[config.mk]
export PLATFORM = sky130hd
export DESIGN_NAME = fpu_cluster
export DESIGN_NICKNAME = d
export VERILOG_FILES = /design/src/verilog/fpu_pkg.sv /design/src/verilog/fpu_lane_if.sv /design/src/verilog/fp_to_int_cvt.sv /design/src/verilog/fpu_cluster.sv /design/src/verilog/fpu_issue_ctrl.sv /design/src/verilog/fpu_lane.sv
export SDC_FILE = /design/constraint.sdc
export NUM_CORES = 1
export LEC_CHECK = 0
export BUFFER_PORTS_ARGS = -buffer_cell sky130_fd_sc_hd__buf_2
export CORE_MARGIN = 2
export CORE_UTILIZATION = 30
export DETAILED_ROUTE_END_ITERATION = 16
export GPL_TIMING_DRIVEN = 0
export SETUP_SLACK_MARGIN = 0.15
export SYNTH_ARGS = -nofsm -noshare
export SYNTH_HDL_FRONTEND = slang
export SYNTH_SLANG_ARGS = --single-unit
[constraint.sdc]
create_clock -name clk -period 4.7 [get_ports clk]
set_input_delay 0.705 -clock clk [delete_from_list [all_inputs] [get_ports clk]]
set_output_delay 0.705 -clock clk [all_outputs]
set_load 0.1 [all_outputs]
[src/verilog/fpu_pkg.sv]
package fpu_pkg;

  // ####################
  // Single-precision format.
  // ####################
  localparam int FP_WIDTH   = 32;
  localparam int EXP_WIDTH  = 8;
  localparam int MANT_WIDTH = 23;
  localparam int EXP_BIAS   = 127;

  typedef logic [FP_WIDTH-1:0] fp_word_t;

  // Lane opcodes, as carried on the lane_op ports.
  typedef enum logic [3:0] {
    OP_NOP   = 4'd0,
    OP_ABS   = 4'd1,
    OP_NEG   = 4'd2,
    OP_MIN   = 4'd3,
    OP_MAX   = 4'd4,
    OP_CMPLT = 4'd5,
    OP_CVT   = 4'd6
  } fpu_op_e;

  typedef enum logic [0:0] {
    RND_TRUNC   = 1'b0,
    RND_NEAREST = 1'b1
  } rnd_mode_e;

  // Per-conversion exception flags.
  typedef struct packed {
    logic invalid;
    logic inexact;
  } cvt_flags_t;

  // Saturation results of float to int32.
  localparam fp_word_t INT_MAX_WORD = 32'h7fff_ffff;
  localparam fp_word_t INT_MIN_WORD = 32'h8000_0000;

endpackage
[src/verilog/fpu_lane_if.sv]
`timescale 1ns/1ns

interface fpu_lane_if;
  import fpu_pkg::*;

  // Issue side.
  logic      valid;
  fpu_op_e   op;
  fp_word_t  a;
  fp_word_t  b;
  rnd_mode_e rnd;

  // Return side, used by the converter only.
  fp_word_t   res;
  logic       res_valid;
  cvt_flags_t flags;

  modport ctrl (
    output valid, op, a, b, rnd,
    input  res_valid, flags
  );

  modport lane (
    input valid, op, a, b
  );

  modport cvt (
    input  valid, a, rnd,
    output res, res_valid, flags
  );

endinterface

[src/verilog/fp_to_int_cvt.sv]
`timescale 1ns/1ns

module fp_to_int_cvt (
  input  logic    clk,
  input  logic    rst_n,
  fpu_lane_if.cvt port
);
  import fpu_pkg::*;

  // Exponent where the top integer bit has weight 2^30.
  localparam logic [EXP_WIDTH-1:0] EXP_TOP  = EXP_WIDTH'(EXP_BIAS + 30);
  localparam logic [EXP_WIDTH-1:0] EXP_SAT  = EXP_WIDTH'(EXP_BIAS + 31);
  localparam logic [EXP_WIDTH-1:0] EXP_HALF = EXP_WIDTH'(EXP_BIAS - 1);

  logic                  sign_f;
  logic [EXP_WIDTH-1:0]  exp_f;
  logic [MANT_WIDTH-1:0] mant_f;
  logic [4:0]            rsh;
  logic [63:0]           wide;
  logic [63:0]           shifted;

  logic        sat_d, sat_max_d, invalid_d, guard_d, sticky_d;
  logic [30:0] int_d;

  logic        s1_valid;
  logic        s1_sign, s1_sat, s1_sat_max, s1_invalid, s1_guard, s1_sticky;
  logic [30:0] s1_int;
  rnd_mode_e   s1_rnd;

  logic     round_up;
  fp_word_t mag;
  fp_word_t res_d;

  // ####################
  // Stage 1, unpack and align.
  // ####################
  assign sign_f  = port.a[FP_WIDTH-1];
  assign exp_f   = port.a[FP_WIDTH-2 -: EXP_WIDTH];
  assign mant_f  = port.a[MANT_WIDTH-1:0];
  assign rsh     = 5'(EXP_TOP - exp_f);
  assign wide    = {1'b1, mant_f, 40'b0};
  assign shifted = wide >> rsh;

  // Integer in [63:33], guard at 32, sticky below.
  always_comb begin
    sat_d     = 1'b0;
    sat_max_d = 1'b0;
    invalid_d = 1'b0;
    guard_d   = 1'b0;
    sticky_d  = 1'b0;
    int_d     = '0;
    if (exp_f == '1) begin
      // NaN goes to the positive limit whatever its sign.
      sat_d     = 1'b1;
      invalid_d = 1'b1;
      sat_max_d = !sign_f || (mant_f != '0);
    end else if (exp_f >= EXP_SAT) begin
      sat_d     = 1'b1;
      sat_max_d = !sign_f;
      invalid_d = !(sign_f && (exp_f == EXP_SAT) && (mant_f == '0));
    end else if (exp_f >= EXP_HALF) begin
      int_d    = shifted[63:33];
      guard_d  = shifted[32];
      sticky_d = |shifted[31:0];
    end else begin
      sticky_d = (exp_f != '0) || (mant_f != '0);
    end
  end

  always_ff @(posedge clk or negedge rst_n) begin
    if (!rst_n) begin
      s1_valid <= 1'b0;
    end else begin
      s1_valid <= port.valid;
    end
  end

  always_ff @(posedge clk) begin
    if (port.valid) begin
      s1_sign    <= sign_f;
      s1_sat     <= sat_d;
      s1_sat_max <= sat_max_d;
      s1_invalid <= invalid_d;
      s1_guard   <= guard_d;
      s1_sticky  <= sticky_d;
      s1_int     <= int_d;
      s1_rnd     <= port.rnd;
    end
  end

  // ####################
  // Stage 2, round and saturate.
  // ####################
  assign round_up = (s1_rnd == RND_NEAREST) && s1_guard && (s1_sticky || s1_int[0]);
  assign mag      = {1'b0, s1_int} + FP_WIDTH'(round_up);
  assign res_d    = s1_sat ? (s1_sat_max ? INT_MAX_WORD : INT_MIN_WORD)
                           : (s1_sign ? -mag : mag);

  always_ff @(posedge clk or negedge rst_n) begin
    if (!rst_n) begin
      port.res_valid <= 1'b0;
      port.res       <= '0;
      port.flags     <= '0;
    end else begin
      port.res_valid <= s1_valid;
      if (s1_valid) begin
        port.res           <= res_d;
        port.flags.invalid <= s1_invalid;
        port.flags.inexact <= !s1_sat && (s1_guard || s1_sticky);
      end else begin
        port.flags <= '0;
      end
    end
  end

endmodule

[src/verilog/fpu_cluster.sv]
`timescale 1ns/1ns

module fpu_cluster #(
  parameter int NUM_LANES = 3
) (
  input  logic                              clk,
  input  logic                              rst_n,
  input  logic              [NUM_LANES-1:0] lane_en,
  input  fpu_pkg::fpu_op_e  [NUM_LANES-1:0] lane_op,
  input  fpu_pkg::fp_word_t [NUM_LANES-1:0] lane_a,
  input  fpu_pkg::fp_word_t [NUM_LANES-1:0] lane_b,
  input  fpu_pkg::rnd_mode_e                rnd_mode,
  input  logic                              flag_clr,
  output fpu_pkg::fp_word_t [NUM_LANES-1:0] lane_res,
  output logic              [NUM_LANES-1:0] lane_res_en,
  output fpu_pkg::fp_word_t                 cvt_res,
  output logic                              cvt_res_en,
  output logic                              flag_invalid,
  output logic                              flag_inexact
);

  // One issue bundle per lane, plus the converter hanging off the last lane.
  fpu_lane_if i_lane_if [NUM_LANES] ();
  fpu_lane_if i_cvt_if ();

  // ####################
  // Issue control.
  // ####################
  fpu_issue_ctrl #(
    .NUM_LANES (NUM_LANES)
  ) i_fpu_issue_ctrl (
    .clk          (clk),
    .rst_n        (rst_n),
    .lane_en      (lane_en),
    .lane_op      (lane_op),
    .lane_a       (lane_a),
    .lane_b       (lane_b),
    .rnd_mode     (rnd_mode),
    .flag_clr     (flag_clr),
    .lanes        (i_lane_if),
    .cvt          (i_cvt_if),
    .cvt_ret      (i_cvt_if),
    .flag_invalid (flag_invalid),
    .flag_inexact (flag_inexact)
  );

  // ####################
  // Lanes.
  // ####################
  for (genvar gi = 0; gi < NUM_LANES; gi++) begin : g_lane
    fpu_lane i_fpu_lane (
      .clk    (clk),
      .rst_n  (rst_n),
      .issue  (i_lane_if[gi]),
      .res    (lane_res[gi]),
      .res_en (lane_res_en[gi])
    );
  end

  // ####################
  // Converter.
  // ####################
  fp_to_int_cvt i_fp_to_int_cvt (
    .clk   (clk),
    .rst_n (rst_n),
    .port  (i_cvt_if)
  );

  assign cvt_res    = i_cvt_if.res;
  assign cvt_res_en = i_cvt_if.res_valid;

endmodule

[src/verilog/fpu_issue_ctrl.sv]
`timescale 1ns/1ns

module fpu_issue_ctrl #(
  parameter int NUM_LANES = 3
) (
  input  logic                                   clk,
  input  logic                                   rst_n,
  input  logic              [NUM_LANES-1:0]      lane_en,
  input  fpu_pkg::fpu_op_e  [NUM_LANES-1:0]      lane_op,
  input  fpu_pkg::fp_word_t [NUM_LANES-1:0]      lane_a,
  input  fpu_pkg::fp_word_t [NUM_LANES-1:0]      lane_b,
  input  fpu_pkg::rnd_mode_e                     rnd_mode,
  input  logic                                   flag_clr,
  fpu_lane_if.ctrl                               lanes [NUM_LANES],
  fpu_lane_if.ctrl                               cvt,
  fpu_lane_if.ctrl                               cvt_ret,
  output logic                                   flag_invalid,
  output logic                                   flag_inexact
);
  import fpu_pkg::*;

  localparam int CVT_LANE = NUM_LANES - 1;

  logic cvt_issue;
  logic new_invalid;
  logic new_inexact;

  // Ops a lane executes itself. Anything else, unknown codes too, is no issue.
  function automatic logic is_lane_op(fpu_op_e op);
    logic ok;
    case (op)
      OP_ABS, OP_NEG, OP_MIN, OP_MAX, OP_CMPLT: ok = 1'b1;
      default:                                  ok = 1'b0;
    endcase
    return ok;
  endfunction

  // ####################
  // Lane issue.
  // ####################
  for (genvar gi = 0; gi < NUM_LANES; gi++) begin : g_issue
    assign lanes[gi].valid = lane_en[gi] && is_lane_op(lane_op[gi]);
    assign lanes[gi].op    = lane_op[gi];
    assign lanes[gi].a     = lane_a[gi];
    assign lanes[gi].b     = lane_b[gi];
    assign lanes[gi].rnd   = rnd_mode;
  end

  // ####################
  // Converter issue.
  // ####################
  // Only the last lane may convert; OP_CVT elsewhere is silently dropped.
  assign cvt_issue = lane_en[CVT_LANE] && (lane_op[CVT_LANE] == OP_CVT);

  assign cvt.valid = cvt_issue;
  assign cvt.op    = OP_CVT;
  assign cvt.a     = lane_a[CVT_LANE];
  assign cvt.b     = lane_b[CVT_LANE];
  assign cvt.rnd   = rnd_mode;

  // ####################
  // Sticky flags.
  // ####################
  assign new_invalid = cvt_ret.res_valid && cvt_ret.flags.invalid;
  assign new_inexact = cvt_ret.res_valid && cvt_ret.flags.inexact;

  // A flag arriving with the clear survives it.
  always_ff @(posedge clk or negedge rst_n) begin
    if (!rst_n) begin
      flag_invalid <= 1'b0;
      flag_inexact <= 1'b0;
    end else begin
      flag_invalid <= (flag_invalid && !flag_clr) || new_invalid;
      flag_inexact <= (flag_inexact && !flag_clr) || new_inexact;
    end
  end

endmodule

[src/verilog/fpu_lane.sv]
`timescale 1ns/1ns

module fpu_lane (
  input  logic              clk,
  input  logic              rst_n,
  fpu_lane_if.lane          issue,
  output fpu_pkg::fp_word_t res,
  output logic              res_en
);
  import fpu_pkg::*;

  localparam int SIGN = FP_WIDTH - 1;

  fp_word_t key_a;
  fp_word_t key_b;
  logic     a_lt_b;
  logic     b_lt_a;
  fp_word_t res_d;

  // Map sign-magnitude onto an unsigned key with the same order.
  // -0 lands just below +0.
  function automatic fp_word_t order_key(fp_word_t x);
    fp_word_t k;
    if (x[SIGN]) begin
      k = ~x;
    end else begin
      k = {1'b1, x[SIGN-1:0]};
    end
    return k;
  endfunction

  assign key_a  = order_key(issue.a);
  assign key_b  = order_key(issue.b);
  assign a_lt_b = key_a < key_b;
  assign b_lt_a = key_b < key_a;

  // ####################
  // Operation select.
  // ####################
  always_comb begin
    res_d = '0;
    case (issue.op)
      OP_ABS: begin
        res_d = {1'b0, issue.a[SIGN-1:0]};
      end
      OP_NEG: begin
        res_d = {~issue.a[SIGN], issue.a[SIGN-1:0]};
      end
      OP_MIN: begin
        // Ties keep a.
        res_d = b_lt_a ? issue.b : issue.a;
      end
      OP_MAX: begin
        res_d = a_lt_b ? issue.b : issue.a;
      end
      OP_CMPLT: begin
        res_d = FP_WIDTH'(a_lt_b);
      end
      default: begin
        res_d = '0;
      end
    endcase
  end

  // ####################
  // Result register.
  // ####################
  always_ff @(posedge clk or negedge rst_n) begin
    if (!rst_n) begin
      res_en <= 1'b0;
    end else begin
      res_en <= issue.valid;
    end
  end

  // Result only moves on an issue; zero out of reset.
  always_ff @(posedge clk or negedge rst_n) begin
    if (!rst_n) begin
      res <= '0;
    end else if (issue.valid) begin
      res <= res_d;
    end
  end

endmodule

==> impl_metrics.toml <==
[synthesis]
async_reset_ff_share_pct = 78.3
ys_ff_latch = 175
yosys.area.top_type = "dfrtp_1"
synth_edf_count = 38
syn-cell-area_mm2 = 0.0151
ys_warn_count = 0
syn_nets = 2017
ys_top_cells_by_area = "dfrtp_1 (23%), ha_1 (8.4%), edfxtp_1 (7.6%)"
avgSynthCellArea_um2 = 8.84
synth_flop_cell = "dfrtp_1"
netlist.area_leader.share_pct = 22.8
synth.distinct_cells = 80
ys_seq_area_share_pct = 30.3
synth_cells = 1705

[global_routing]
grt_max_degree = 79
grt_first_pass_wirelength_mm = 81.6
track_usage_pct = 19.6
antenna_found_initial = 3
grt_pass1_vias = 14500
grt.overflow.total = 0

[setup_path]
arrival_ns = 4.78
path_max_fanout = 10
cp-start-kind = "input port"
crit_chain = "buf_2 > clkbuf_1 > buf_2 > xnor2_1 > ha_1 > nand4_1 > nor4_2 > nand2_1 > a2111oi_1 > nor4bb_1 > o21bai_1 > o31ai_1 > buf_1 > a32oi_1 > nand2_1"
critPathKind = "input port to flip-flop"
crit_required_ns = 5.14
slowest_delay_ns = 0.54
slowest_stage = "a2111oi_1"
crit_path_end_kind = "flip-flop"

[cts]
cts_buffer_depth = 2
tritoncts = "yes"
root_buffer = "clkbuf_16"
hold_buffers = 0
cts_sinks = 175
htree_levels = 4
clk_pin_slew_ns = 0.08
clk_latency_ns = 0.50
numCtsBuffers = 17

[detailed_routing]
wl_mm = 51.2
vias = 14600
first_pass_iters = 6
ant_nets = 0
drt-initial-drc-count = 968
avgRoutedWirePerCell_um = 18.7
drcViolationCount = 0
vias_per_cell = 5.33

[final_layout]
antenna-diode-count = 0
drive_gt1_share_pct = 21.3
layout-area-overhead-vs-synth_pct = 21.0
ff_latch_area_mm2 = 0.00457
multiInputGateArea_mm2 = 0.00986
fillers = 5207
fin_area_mm2 = 0.0182
final_nets = 2364

[timing]
hold_viol = 0
maxSlewViolCount = 0
setup_violations = 0
fin_setup_tns_ns = 0
holdWs_ns = 0.152
worst_pin_slew_ns = 0.897
fin_crit_ns = 4.34
fin_skew_ns = 0.0104
max_slew_margin_pct = 39.4
post-route-period-util_pct = 92.4
rsz0062_at_grt = "false"
max_clock_freq_mhz = 230

[placement]
routabilityCongestion = 0.924
dpl.hpwl_mm = 41.2
placed_area_mm2 = 0.0176
port_buffers = 326

[die]
initial_utilization_pct = 30.2
die_x_um = 228
fp-row-count = 82
die_height_um = 228
io_pins = 345
die_area_mm2 = 0.0520
core-area_mm2 = 0.0499

[power_and_ir_drop]
ir_drop_uv = 243
p_per_area_mw_per_mm2 = 356
p_leak_nw = 8.02

[worst_hold_path]
hold_class = "input port to async pin"

[run]
drv_cap = 0

[run_status]
status = "finished, final reports clean"
routing by layer:
layer	global-route usage [%]	wire length [um]	vias up
met5	0	38	-
met3	3.84	2850	81
met2	32.1	24000	503
met1	26.0	23200	7074
met4	6.66	1140	6
li1	-	-	6932
metrics by stage:
step,instances,setup slack [ns],power [mW],utilization [%]
final,2737,0.357,6.49,36.6
after global routing,2737,0.156,6.82,36.6
after CTS,2738,0.153,6.55,36.5
after detailed placement,2707,-0.773,4.98,35.3
after global placement,2703,-0.717,4.94,35.2
after floorplan,1705,0.358,4.26,-
cells in the final DEF (no fill, tap or decap), types with 17 or more instances in the layout:
cell type	Yosys	routed
ha_1	101	101
a32oi_1	30	30
a21o_1	25	25
a221oi_1	30	30
nor2_1	147	147
nand3_1	39	39
dfrtp_1	137	137
buf_2	8	340
nor3_1	28	27
a21oi_1	108	108
a221o_1	31	31
xor2_1	113	113
o21ai_0	49	48
xnor2_1	127	127
edfxtp_1	38	38
nor2b_1	19	19
nand4_1	31	31
clkbuf_1	92	82
and2_1	41	41
o211ai_1	17	17
mux4_2	20	20
nand2_1	174	174
clkbuf_16	0	17
mux2i_1	26	26
inv_1	26	26
sequential cells by signal, indices dropped and copies added (netlist names):
register,cells
i_fpu_issue_ctrl.flag_invalid,1
i_fp_to_int_cvt.s1_sign,1
i_fpu_issue_ctrl.flag_inexact,1
i_fp_to_int_cvt.port.flags,2
i_fp_to_int_cvt.s1_rnd,1
i_fp_to_int_cvt.port.res_valid,1
i_fp_to_int_cvt.s1_sat,1
i_fp_to_int_cvt.s1_sticky,1
i_fp_to_int_cvt.s1_int,31
g_lane.i_fpu_lane.res,96
i_fp_to_int_cvt.s1_guard,1
i_fp_to_int_cvt.port.res,32
i_fp_to_int_cvt.s1_valid,1
i_fp_to_int_cvt.s1_sat_max,1
g_lane.i_fpu_lane.res_en,3
i_fp_to_int_cvt.s1_invalid,1
path summary, 6_finish.rpt:
path | from | end | slack [ns] | cells past startpoint
worst min register to register | i_fp_to_int_cvt.port.flags[1] | i_fpu_issue_ctrl.flag_invalid | 0.46 | 2
worst min-delay path | rst_n | g_lane[0].i_fpu_lane.res_en | 0.15 | 1
min in group clk | flag_clr | i_fpu_issue_ctrl.flag_invalid | 0.40 | 2
worst max-delay path | lane_b[63] | g_lane[1].i_fpu_lane.res[4] | 0.36 | 15
worst max register to register | i_fp_to_int_cvt.s1_int[0] | i_fp_to_int_cvt.port.res[31] | 0.72 | 14
max in group asynchronous | rst_n | g_lane[2].i_fpu_lane.res[8] | 3.68 | 2
logic make-up (layout without fill, tap and decap cells):
family	after synthesis	count (layout)	synth area share, %
AND/OR/NAND/NOR	574	574	18.7
adder cells (fa/ha/maj)	101	101	8.39
AO/OA/AOI/OAI	399	399	18.8
XOR/XNOR	240	240	14.0
buffers and inverters	160	520	4.34
flip-flops	175	175	30.3
multiplexers	56	56	5.46
synth_stat cells (all sizes together), types with 10 or more instances:
cell	count
a21oi	108
nand2	174
a32oi	30
edfxtp	38
mux4	20
xnor2	127
o31ai	11
dfrtp	137
nor2b	19
nand2b	16
o21a	11
o21ai	51
ha	101
mux2i	26
nand4	34
a221oi	30
a21o	25
nor2	147
buf	39
clkbuf	93
and3	16
mux2	10
nor4	19
nand3	39
nor3	31
inv	26
o22a	15
xor2	113
o211ai	18
a221o	31
and2	41
final cells by class:
| class | instances | area share, % |
|---|---|---|
| inverter | 28 | 0.576 |
| multi-input combinational | 1370 | 54.1 |
| timing repair buffer | 330 | 9.30 |
| buffer | 130 | 3.07 |
| sequential | 175 | 25.1 |
| clock inverter | 15 | 0.981 |
| clock buffer | 17 | 2.33 |
| tap | 672 | 4.61 |
critical path, delay by kind of cell:
family | cells | cell delay, ns
compound gates | 4 | 1.33
fa+ha+maj | 1 | 0.32
simple gates | 5 | 1.15
xor+xnor | 1 | 0.13
buf+inv | 4 | 1.13
where the power goes:
part,internal (mW),switching (mW),total (mW)
Clock,0.725,0.807,1.53
Combinational,0.745,2.34,3.09
Sequential,1.75,0.122,1.87
timing repair:
| action | in CTS | in global routing |
|---|---|---|
| setup endpoints to repair | 62 | 91 |
| setup buffers | 0 | 0 |
| pin swaps | 0 | 0 |
| gates resized for setup | 10 | 14 |
(Power assumes the default switching activity.)
